<file path="src/corr_pkg.sv">
package corr_pkg;

   // ------------------------------------------------------------------
   // Array geometry
   // ------------------------------------------------------------------

   // Antenna pairs visited per pass
   localparam int N_SLOTS = 12;

   typedef logic [3:0]  slot_t;     // Slot index within a pass
   typedef logic [11:0] ant_t;      // One sample bit per antenna
   typedef logic [3:0]  ant_idx_t;  // Antenna number 0 to 11

   // Bus word address
   // Bit 4 picks sin (1) or cos (0), bits 3..0 give the slot
   typedef logic [4:0]  wb_adr_t;

   // ------------------------------------------------------------------
   // Composite types
   // ------------------------------------------------------------------

   // Antenna pair of one slot, b in the high nibble and a in the low one
   typedef struct packed {
      ant_idx_t b_idx;
      ant_idx_t a_idx;
   } pair_t;

   // Control word that travels with each sample through the pipeline
   typedef struct packed {
      logic  valid;   // Sample was accepted with en
      logic  clear;   // First visit after a bank toggle, so base is zero
      logic  bank;    // Accumulator bank in use
      slot_t slot;    // Pair slot
   } stage_t;

endpackage

</file>
<file path="src/corr_sequencer.sv">
`timescale 1ns/100ps

module corr_sequencer (
   input  logic             clk_x,
   input  logic             rst,
   input  logic             en,        // Sample valid, advances the slot
   input  logic             sw,        // Bank switch request
   output corr_pkg::stage_t rd_stage,  // Head of the pipeline
   output logic             bank       // Bank being accumulated
);

   import corr_pkg::*;

   // ------------------------------------------------------------------
   // Slot and bank state
   // ------------------------------------------------------------------

   slot_t slot_q;
   logic  bank_q;
   logic  clear_q;    // Current pass starts every slot from zero
   logic  pend_q;     // Switch requested but wrap not reached yet
   logic  wrap;

   // Last slot accepted this cycle
   assign wrap = en && (slot_q == slot_t'(N_SLOTS - 1));

   // Slot counter holds on cycles without en
   always_ff @(posedge clk_x) begin
      if (rst) begin
         slot_q <= '0;
      end else if (en) begin
         if (wrap) begin
            slot_q <= '0;
         end else begin
            slot_q <= slot_q + slot_t'(1);
         end
      end
   end

   // ------------------------------------------------------------------
   // Deferred bank switch
   // ------------------------------------------------------------------

   // Slot 11 still goes to the old bank since rd_stage samples bank_q
   // before the toggle lands
   always_ff @(posedge clk_x) begin
      if (rst) begin
         bank_q  <= 1'b0;
         clear_q <= 1'b1;   // Memory content unknown after reset
         pend_q  <= 1'b0;
      end else if (wrap && (sw || pend_q)) begin
         bank_q  <= ~bank_q;   // Toggle at the wrap
         clear_q <= 1'b1;      // Next pass restarts the counters
         pend_q  <= 1'b0;
      end else begin
         if (sw) begin
            pend_q <= 1'b1;    // Remember until slot 11
         end
         if (wrap) begin
            clear_q <= 1'b0;   // One full pass of zero bases done
         end
      end
   end

   // ------------------------------------------------------------------
   // Stage word for the read cycle
   // ------------------------------------------------------------------

   always_comb begin
      rd_stage.valid = en;
      rd_stage.clear = clear_q;
      rd_stage.bank  = bank_q;
      rd_stage.slot  = slot_q;
   end

   assign bank = bank_q;   // Bus reader takes the other one

endmodule

</file>
<file path="src/pair_select.sv">
`timescale 1ns/100ps

module pair_select #(
   // Entry i is the pair of slot i
   parameter corr_pkg::pair_t [corr_pkg::N_SLOTS-1:0] PAIRS = '0
) (
   input  logic             clk_x,
   input  logic             rst,
   input  corr_pkg::stage_t rd_stage,
   input  corr_pkg::ant_t   re,          // Real sample bits
   input  corr_pkg::ant_t   im,          // Imaginary sample bits
   output corr_pkg::stage_t mac_stage,
   output logic             ar,          // re of antenna a
   output logic             br,          // re of antenna b
   output logic             bi           // im of antenna b
);

   import corr_pkg::*;

   pair_t    cur_pair;
   ant_idx_t a_idx;
   ant_idx_t b_idx;

   // Pair table lookup for the slot being read
   assign cur_pair = PAIRS[rd_stage.slot];
   assign a_idx    = cur_pair.a_idx;
   assign b_idx    = cur_pair.b_idx;

   // ------------------------------------------------------------------
   // Stage register, lines up with the RAM read
   // ------------------------------------------------------------------

   always_ff @(posedge clk_x) begin
      if (rst) begin
         mac_stage <= '0;          // No valid samples in flight
      end else begin
         mac_stage <= rd_stage;
      end
   end

   // Selected sample bits, payload only
   always_ff @(posedge clk_x) begin
      ar <= re[a_idx];
      br <= re[b_idx];
      bi <= im[b_idx];
   end

endmodule

</file>
<file path="src/corr_mac.sv">
`timescale 1ns/100ps

module corr_mac #(
   parameter int ACCUM = 32
) (
   input  logic             clk_x,
   input  logic             rst,
   input  corr_pkg::stage_t mac_stage,
   input  logic             ar,
   input  logic             br,
   input  logic             bi,
   input  logic [ACCUM-1:0] rd_cos,        // Previous cos count of the slot
   input  logic [ACCUM-1:0] rd_sin,        // Previous sin count of the slot
   output corr_pkg::stage_t wr_stage,
   output logic [ACCUM-1:0] wr_cos,
   output logic [ACCUM-1:0] wr_sin,
   output logic             overflow_cos,  // Sticky until reset
   output logic             overflow_sin   // Sticky until reset
);

   // ------------------------------------------------------------------
   // One-bit complex multiply
   // ------------------------------------------------------------------

   logic             inc_cos;    // re(a) agrees with re(b)
   logic             inc_sin;    // re(a) agrees with im(b)
   logic [ACCUM-1:0] base_cos;
   logic [ACCUM-1:0] base_sin;
   logic [ACCUM:0]   sum_cos;    // Extra bit catches the carry
   logic [ACCUM:0]   sum_sin;

   assign inc_cos = (ar == br);
   assign inc_sin = (ar == bi);

   // Zero base on the first visit after a bank toggle
   assign base_cos = mac_stage.clear ? '0 : rd_cos;
   assign base_sin = mac_stage.clear ? '0 : rd_sin;

   assign sum_cos = {1'b0, base_cos} + {{ACCUM{1'b0}}, inc_cos};
   assign sum_sin = {1'b0, base_sin} + {{ACCUM{1'b0}}, inc_sin};

   // ------------------------------------------------------------------
   // Result and flag registers
   // ------------------------------------------------------------------

   always_ff @(posedge clk_x) begin
      if (rst) begin
         wr_stage     <= '0;
         overflow_cos <= 1'b0;
         overflow_sin <= 1'b0;
      end else begin
         wr_stage <= mac_stage;
         if (mac_stage.valid && sum_cos[ACCUM]) begin
            overflow_cos <= 1'b1;   // Count wrapped
         end
         if (mac_stage.valid && sum_sin[ACCUM]) begin
            overflow_sin <= 1'b1;
         end
      end
   end

   // Accumulators wrap modulo 2**ACCUM
   always_ff @(posedge clk_x) begin
      wr_cos <= sum_cos[ACCUM-1:0];
      wr_sin <= sum_sin[ACCUM-1:0];
   end

endmodule

</file>
<file path="src/accum_ram.sv">
`timescale 1ns/100ps

module accum_ram #(
   parameter int ACCUM = 32
) (
   input  logic             clk_x,
   input  corr_pkg::stage_t rd_stage,   // MAC read address
   input  corr_pkg::stage_t wr_stage,   // MAC write address and enable
   input  logic [ACCUM-1:0] wr_cos,
   input  logic [ACCUM-1:0] wr_sin,
   input  logic             bus_bank,   // Inactive bank
   input  corr_pkg::slot_t  bus_slot,
   output logic [ACCUM-1:0] rd_cos,     // Registered
   output logic [ACCUM-1:0] rd_sin,     // Registered
   output logic [ACCUM-1:0] bus_cos,    // Asynchronous
   output logic [ACCUM-1:0] bus_sin     // Asynchronous
);

   // ------------------------------------------------------------------
   // Storage, word address is {bank, slot}
   // ------------------------------------------------------------------

   logic [ACCUM-1:0] cos_mem [0:31];
   logic [ACCUM-1:0] sin_mem [0:31];

   // MAC operand read, ready one cycle later with the selected bits
   always_ff @(posedge clk_x) begin
      if (rd_stage.valid) begin
         rd_cos <= cos_mem[{rd_stage.bank, rd_stage.slot}];
         rd_sin <= sin_mem[{rd_stage.bank, rd_stage.slot}];
      end
   end

   // Write back of the MAC result
   always_ff @(posedge clk_x) begin
      if (wr_stage.valid) begin
         cos_mem[{wr_stage.bank, wr_stage.slot}] <= wr_cos;
         sin_mem[{wr_stage.bank, wr_stage.slot}] <= wr_sin;
      end
   end

   // Bus side, never the bank under accumulation after the switch settles
   assign bus_cos = cos_mem[{bus_bank, bus_slot}];
   assign bus_sin = sin_mem[{bus_bank, bus_slot}];

endmodule

</file>
<file path="src/wb_reader.sv">
`timescale 1ns/100ps

module wb_reader #(
   parameter int ACCUM = 32
) (
   input  logic              clk_x,
   input  logic              rst,
   input  logic              cyc,
   input  logic              stb,
   input  logic              we,        // Writes get ack only
   input  corr_pkg::wb_adr_t adr,
   input  logic [ACCUM-1:0]  dat_in,    // Not stored, the RAM is read only here
   input  logic              bank,      // Bank under accumulation
   input  logic [ACCUM-1:0]  bus_cos,
   input  logic [ACCUM-1:0]  bus_sin,
   output logic              ack,
   output logic [ACCUM-1:0]  dat_out,
   output logic              bus_bank,
   output corr_pkg::slot_t   bus_slot
);

   logic req;   // New request this cycle

   // Ack low in the cycle after a request, so a held stb repeats
   // every second cycle
   assign req = cyc && stb && !ack;

   // Always the bank that is not being written
   assign bus_bank = ~bank;
   assign bus_slot = adr[3:0];

   always_ff @(posedge clk_x) begin
      if (rst) begin
         ack <= 1'b0;
      end else begin
         ack <= req;   // One cycle pulse
      end
   end

   // Read data, bit 4 picks sin over cos
   always_ff @(posedge clk_x) begin
      if (req && !we) begin
         dat_out <= adr[4] ? bus_sin : bus_cos;
      end
   end

endmodule

</file>
<file path="src/correlator_top.sv">
`timescale 1ns/100ps

module correlator_top #(
   parameter int              ACCUM = 32,
   parameter corr_pkg::pair_t PAIR0 = 8'h60,   // b in high nibble, a in low
   parameter corr_pkg::pair_t PAIR1 = 8'h70,
   parameter corr_pkg::pair_t PAIR2 = 8'h80,
   parameter corr_pkg::pair_t PAIR3 = 8'h90,
   parameter corr_pkg::pair_t PAIR4 = 8'ha0,
   parameter corr_pkg::pair_t PAIR5 = 8'hb0,
   parameter corr_pkg::pair_t PAIR6 = 8'h61,
   parameter corr_pkg::pair_t PAIR7 = 8'h71,
   parameter corr_pkg::pair_t PAIR8 = 8'h81,
   parameter corr_pkg::pair_t PAIR9 = 8'h91,
   parameter corr_pkg::pair_t PAIRA = 8'ha1,
   parameter corr_pkg::pair_t PAIRB = 8'hb1
) (
   input  logic              clk_x,
   input  logic              rst,
   // Wishbone-style read port
   input  logic              cyc,
   input  logic              stb,
   input  logic              we,
   input  corr_pkg::wb_adr_t adr,
   input  logic [ACCUM-1:0]  dat_in,
   output logic              ack,
   output logic [ACCUM-1:0]  dat_out,
   // Antenna side
   input  logic              sw,            // Switch banks at next wrap
   input  logic              en,            // Samples valid
   input  corr_pkg::ant_t    re,
   input  corr_pkg::ant_t    im,
   output logic              overflow_cos,
   output logic              overflow_sin
);

   import corr_pkg::*;

   // Slot i of the table is PAIRi
   localparam pair_t [N_SLOTS-1:0] PAIRS = {PAIRB, PAIRA, PAIR9, PAIR8,
                                            PAIR7, PAIR6, PAIR5, PAIR4,
                                            PAIR3, PAIR2, PAIR1, PAIR0};

   // ------------------------------------------------------------------
   // Interconnect
   // ------------------------------------------------------------------

   stage_t           rd_stage;    // Read cycle
   stage_t           mac_stage;   // MAC cycle
   stage_t           wr_stage;    // Write cycle
   logic             bank;
   logic             ar;
   logic             br;
   logic             bi;
   logic [ACCUM-1:0] rd_cos;
   logic [ACCUM-1:0] rd_sin;
   logic [ACCUM-1:0] wr_cos;
   logic [ACCUM-1:0] wr_sin;
   logic [ACCUM-1:0] bus_cos;
   logic [ACCUM-1:0] bus_sin;
   logic             bus_bank;
   slot_t            bus_slot;

   corr_sequencer corr_sequencer_i (
      .clk_x, .rst, .en, .sw, .rd_stage, .bank
   );

   pair_select #(.PAIRS(PAIRS)) pair_select_i (
      .clk_x, .rst, .rd_stage, .re, .im, .mac_stage, .ar, .br, .bi
   );

   corr_mac #(.ACCUM(ACCUM)) corr_mac_i (
      .clk_x, .rst, .mac_stage, .ar, .br, .bi, .rd_cos, .rd_sin,
      .wr_stage, .wr_cos, .wr_sin, .overflow_cos, .overflow_sin
   );

   accum_ram #(.ACCUM(ACCUM)) accum_ram_i (
      .clk_x, .rd_stage, .wr_stage, .wr_cos, .wr_sin, .bus_bank, .bus_slot,
      .rd_cos, .rd_sin, .bus_cos, .bus_sin
   );

   wb_reader #(.ACCUM(ACCUM)) wb_reader_i (
      .clk_x, .rst, .cyc, .stb, .we, .adr, .dat_in, .bank, .bus_cos, .bus_sin,
      .ack, .dat_out, .bus_bank, .bus_slot
   );

endmodule

</file>
<file path="config.mk">
export PLATFORM = sky130hd
export DESIGN_NAME = correlator_top
export DESIGN_NICKNAME = d
export VERILOG_FILES = /design/src/corr_pkg.sv /design/src/corr_sequencer.sv /design/src/pair_select.sv /design/src/corr_mac.sv /design/src/accum_ram.sv /design/src/wb_reader.sv /design/src/correlator_top.sv
export SDC_FILE = /design/constraint.sdc
export NUM_CORES = 2
export LEC_CHECK = 0
export ABC_CLOCK_PERIOD_IN_PS = 4750
export BUFFER_PORTS_ARGS = -buffer_cell sky130_fd_sc_hd__buf_2
export CELL_PAD_IN_SITES_DETAIL_PLACEMENT = 1
export CELL_PAD_IN_SITES_GLOBAL_PLACEMENT = 2
export CORE_MARGIN = 4
export CORE_UTILIZATION = 35
export CTS_CLUSTER_SIZE = 25
export DETAILED_ROUTE_END_ITERATION = 10
export PLACE_DENSITY = 0.69
export SKIP_LAST_GASP = 1
export SYNTH_ARGS = -nofsm -noshare
export SYNTH_HDL_FRONTEND = slang
export SYNTH_HIERARCHICAL = 1
export SYNTH_SLANG_ARGS = --single-unit
</file>
<file path="constraint.sdc">
create_clock -name clk_x -period 4.75 [get_ports clk_x]
set_input_delay 0.475 -clock clk_x [delete_from_list [all_inputs] [get_ports clk_x]]
set_output_delay 0.475 -clock clk_x [all_outputs]
set_load 0.01 [all_outputs]
</file>
=== Word level (Yosys, flattened, before mapping) ===
Memory sizes are Yosys's and may differ from the RTL's. A register that Yosys moved wholly into a read port is not among the register bits.
Cells that the tools add are included.

* Register bits: 122
* Memory bits (writable): 2048
* Memory bits (read-only): 128
* Bits of input ports: 68
* Output and inout bits: 35
* Word-level logic and storage cells: 59
* Memories kept: 3

* Add/subtract/negate cells: 3
* Order comparisons: 3
* Eq/ne operators: 3
* Mux-type cells: 15
* Bitwise logic cells: 1
* Reductions and logical operators: 11

{| class="wikitable"
|+ Memory list
! name !! words !! bits a word !! rd ports !! clocked after memory_dff !! wr ports !! line !! source
|-
| accum_ram_i.cos_mem || 32 || 32 || 2 || 1 || 1 || accum_ram.sv:23 || <nowiki>logic [ACCUM-1:0] cos_mem [0:31];</nowiki>
|-
| accum_ram_i.sin_mem || 32 || 32 || 2 || 1 || 1 || accum_ram.sv:24 || <nowiki>logic [ACCUM-1:0] sin_mem [0:31];</nowiki>
|-
| (name not given) || 16 || 8 || 1 || 1 || 0 || pair_select.sv:25 || <nowiki>assign cur_pair = PAIRS[rd_stage.slot];</nowiki>
|}

{| class="wikitable"
|+ Operator list
! operator !! count
|-
| 32-bit 2-to-1 mux || 3
|-
| 32-bit by 1-bit adder with 33-bit output || 2
|-
| 4-bit by 5-bit less-than comparator with 1-bit output, second input constant || 3
|-
| 1-bit binary-select mux with 4-bit select || 3
|-
| 4-bit 2-to-1 mux || 3
|-
| 8-bit 2-to-1 mux || 1
|-
| 1-bit logical AND || 7
|-
| 1-bit 2-to-1 mux || 5
|-
| 4-bit by 1-bit adder with 4-bit output, second input constant || 1
|-
| 4-bit equality test, second input constant || 1
|-
| 1-bit equality test || 2
|-
| 1-bit logical NOT || 2
|-
| 2-bit OR reduction || 1
|-
| 1-bit logical OR || 1
|-
| 1-bit NOT || 1
|}

=== Logic depth before layout (Yosys ltp) ===
* Depth after elaboration: 5
* Depth in mapped cells: 12
* Mapped depth without buffers: 8

=== Cells and area by module ===
The synthesis kept the hierarchy.

{| class="wikitable"
|+ Modules (own cells, without submodules)
! module !! times used !! cells an instance !! area each (µm²) !! seq. area each (µm²)
|-
| accum_ram || 1 || 4339 || 96095.9 || 63420.8
|-
| corr_mac || 1 || 355 || 3205.6 || 1461.4
|-
| wb_reader || 1 || 76 || 1579.0 || 980.9
|-
| pair_select || 1 || 31 || 430.4 || 200.2
|-
| corr_sequencer || 1 || 32 || 309.0 || 140.1
|}

=== Worst setup path before layout ===
OpenSTA, ideal clock, no wires.

* Kind: reg-to-reg
* Start point: register, netlist name corr_mac_i/wr_stage[6]
* End point: memory accum_ram_i.cos_mem[20][0], enable pin
* Arrival time: 3.660 ns
* Slack: 0.604 ns
* Cell stages (with the launch flop): 4
* Period minus slack after synthesis: 4.146 ns
* Path through: dfxtp_1 > or3b_2 > clkbuf_1 > nor2_1

* Word-level cells in the longest chain between the ends: 2

{| class="wikitable"
|+ Ends and longest elaborated chain
! what !! line !! source
|-
| 1-bit 2-to-1 mux || accum_ram.sv:36 || <nowiki>if (wr_stage.valid) begin</nowiki>
|-
| 1-bit 2-to-1 mux (implied by the code) || accum_ram.sv:37 || <nowiki>cos_mem[{wr_stage.bank, wr_stage.slot}] <= wr_cos;</nowiki>
|-
| end, declared || accum_ram.sv:23 ||
|}

Every way passes these cells.

==> reports/qor.txt <==
Later-pin clock latency in the skew report: 910 ps
Final period util: 72.7%
Share of final-layout standard cells stronger than drive strength 1: 36.6%
RePlAce Congestion: 0.841
HPWL Detailed: 198000 µm
Clock tree from TritonCTS: done
Height of the chip: 547 µm
Synthesized area per cell: 21.0 µm²
Setup violators final: 0
Overall track demand over capacity in global routing: 22.4%
Sum of overflow across all layers after global routing: 0
DR DRC count: 0
Critical path capture point type: flop
Count of port buffers added during placement: 64
Met2 Usage GRT: 35.7%
Wire length of the first global-routing pass: 473000 µm
Clock transition at the registers of the reported paths: 60 ps
Detailed-routing iteration count for the pre-antenna-repair pass: 5
Worst-case clock skew: 37.9 ps
Number of antenna violations at the first check in global routing: 9
Via count of the routed design: 55700
Cells after Synth: 4831
Mapped Nets: 4906
Sum Neg Setup Slack: 0 ps
Routing usage on met3: 3.88%
Remaining max-slew budget at the tightest pin: 13.7%
Max Freq: 0.290 GHz
Avg WL per Cell: 37.6 µm
Vias in the first global route: 58100
Routing usage on met1: 31.0%
Outcome: finished clean
Post-layout net count: 5102
Hold Path Origin: en
Lkg Pwr: 35.4 nW
Buffer levels on the longest clock path: 3
Number of max-cap violations: 0
Crit Reg-Reg Startpoint: corr_sequencer_i/slot_q[2]
Number of CTS-inserted buffers: 231
Arrival time reported for the critical path endpoint: 4250 ps
Final critical delay including setup and external delays: 3450 ps
Die boundary width: 547 µm
Area enclosed by the die boundary: 299000 µm²
Synth-to-Final Area Change: 14.2%
Maximum vdd ir drop: 0.000291 V
Effective utilization at floorplan: 35.2%
Count of H-tree levels built during CTS: 4
Power per cell area: 382 nW/µm²
Area of the core: 288000 µm²
Drt via density: 6.18
Path category of the worst min-delay check: in2reg
Floorplan row count: 197
Slew at the pin with the worst max-slew slack: 1290 ps
Maximum number of pins on one net before global-route repair: 85
Number of failing hold endpoints at the final stage: 0
Total placed cells including tap cells: 8563
Number of warnings reported in the yosys synthesis log: 6
CTS root buffer: sky130_fd_sc_hd__clkbuf_16
Number of sinks on the clock net: 2234
Nature of the critical path startpoint: flop
Num ports: 103
Syn Std Cell Area: 102000 µm²
CP required: 5550 ps
Worst-path maximum fanout: 24
Final Max Slew Viols: 0
Post-CTS Setup Bufs: 0
Launch point of the worst path: corr_sequencer_i/slot_q[2]
Number of non-filler instances in the completed layout: 9023
Number of DRC markers in iteration 0: 7533
Unrepaired setup endpoints after global routing: no
Routing layer with the top usage in global route: met2
Final wirelength: 339000 µm
Critical path type: reg2reg
Detail Route Antenna Nets: 0
stage by stage:
stage / area (µm²) / util [%] / hold slack [ps] / total power, mW / setup WS (ps)
after CTS: 116000 / 40.2 / 155 / 44.5 / 1280
after global routing: 116000 / 40.2 / 164 / 45.5 / 1160
after global placement: 108000 / 37.4 / 425 / 25.3 / 1350
after floorplan: 102000 / - / 414 / 24.4 / 604
after detailed placement: 108000 / 37.4 / 430 / 25.4 / 1350
final: 116000 / 40.2 / 196 / 44.3 / 1300
critical path, stage by stage, from the launching register on:
cell                            delay (ps)
sky130_fd_sc_hd__dfxtp_4               860
sky130_fd_sc_hd__inv_1                 220
sky130_fd_sc_hd__ha_1                  330
sky130_fd_sc_hd__nand2b_1              200
sky130_fd_sc_hd__mux4_1                330
sky130_fd_sc_hd__dlygate4sd3_1         570
sky130_fd_sc_hd__mux2_2                260
sky130_fd_sc_hd__dlygate4sd3_1         550
state kept, by name (all words and copies together) (netlist names):
name	count
accum_ram_i/cos_mem	1024
accum_ram_i/sin_mem	1024
accum_ram_i/rd_cos	32
accum_ram_i/rd_sin	32
corr_mac_i/wr_cos	32
corr_mac_i/wr_sin	32
wb_reader_i/dat_out	32
pair_select_i/mac_stage	7
corr_mac_i/wr_stage	6
corr_sequencer_i/slot_q	4
corr_mac_i/overflow_cos	1
corr_mac_i/overflow_sin	1
corr_sequencer_i/bank	1
corr_sequencer_i/clear_q	1
corr_sequencer_i/pend_q	1
pair_select_i/ar	1
pair_select_i/bi	1
pair_select_i/br	1
wb_reader_i/ack	1
final timing paths:
kind	cells after the start	endpoint	slack [ps]
setup / recovery	7	pair_select_i/br	1300
hold / removal	1	accum_ram_i/rd_cos[0]	200
setup reg to reg	7	pair_select_i/br	1300
hold reg to reg	1	corr_mac_i/wr_stage[4]	450
cells in the final DEF (no fill, tap or decap), types with 10 or more instances in the layout:
cell	count
sky130_fd_sc_hd__clkinvlp_4	15
sky130_fd_sc_hd__inv_1	10
sky130_fd_sc_hd__a32o_1	34
sky130_fd_sc_hd__buf_4	172
sky130_fd_sc_hd__nand2_1	128
sky130_fd_sc_hd__a221o_1	10
sky130_fd_sc_hd__nand3_1	28
sky130_fd_sc_hd__a22o_1	21
sky130_fd_sc_hd__dfxtp_1	84
sky130_fd_sc_hd__clkinv_2	61
sky130_fd_sc_hd__a22oi_1	33
sky130_fd_sc_hd__a32oi_1	15
sky130_fd_sc_hd__nor2_4	36
sky130_fd_sc_hd__edfxtp_1	2144
sky130_fd_sc_hd__xnor2_1	30
sky130_fd_sc_hd__o21ai_0	10
sky130_fd_sc_hd__clkbuf_1	33
sky130_fd_sc_hd__buf_2	59
sky130_fd_sc_hd__o21a_1	45
sky130_fd_sc_hd__dlygate4sd3_1	12
sky130_fd_sc_hd__mux4_2	1070
sky130_fd_sc_hd__nor3_1	12
sky130_fd_sc_hd__nand4_1	17
sky130_fd_sc_hd__clkinv_1	27
sky130_fd_sc_hd__nand2b_1	17
sky130_fd_sc_hd__xor2_1	24
sky130_fd_sc_hd__mux2_2	51
sky130_fd_sc_hd__a221oi_1	70
sky130_fd_sc_hd__clkbuf_16	234
sky130_fd_sc_hd__nor2_1	60
sky130_fd_sc_hd__o22ai_1	24
sky130_fd_sc_hd__mux2_4	30
sky130_fd_sc_hd__buf_12	77
sky130_fd_sc_hd__mux2i_1	318
sky130_fd_sc_hd__clkbuf_8	19
sky130_fd_sc_hd__bufinv_16	34
sky130_fd_sc_hd__a21oi_1	13
sky130_fd_sc_hd__nor2b_1	30
final cells by class:
type	count	area, µm²
well taps	3781	4730
multi-input cells	2224	33700
diodes	6	15.0
repair buffers	323	3290
clock buffers	286	6240
clock inverters	156	1800
flip-flops and latches	2234	66200
inverters	13	61.3
fillers	27200	172000
routing by layer:
metal  wire length (µm)  vias to the layer above  part of all wire (%)
li1                   -                    21400                     -
met1             138000                    30900                    41
met2             162000                     2807                    48
met3              26800                      580                   7.9
met4              12900                        0                   3.8
met5                  0                        -                     0
power breakdown:
group / internal, mW / switching, mW
combinational: 1.27 / 1.36
sequential: 21.9 / 0.461
clock: 11.2 / 8.10
timing repair:
action / CTS / global route
hold endpoints to repair: 8 / 0
hold buffers: 12 / 0
gates resized for setup: 0 / 0
Power figures use the tool's default switching activity.
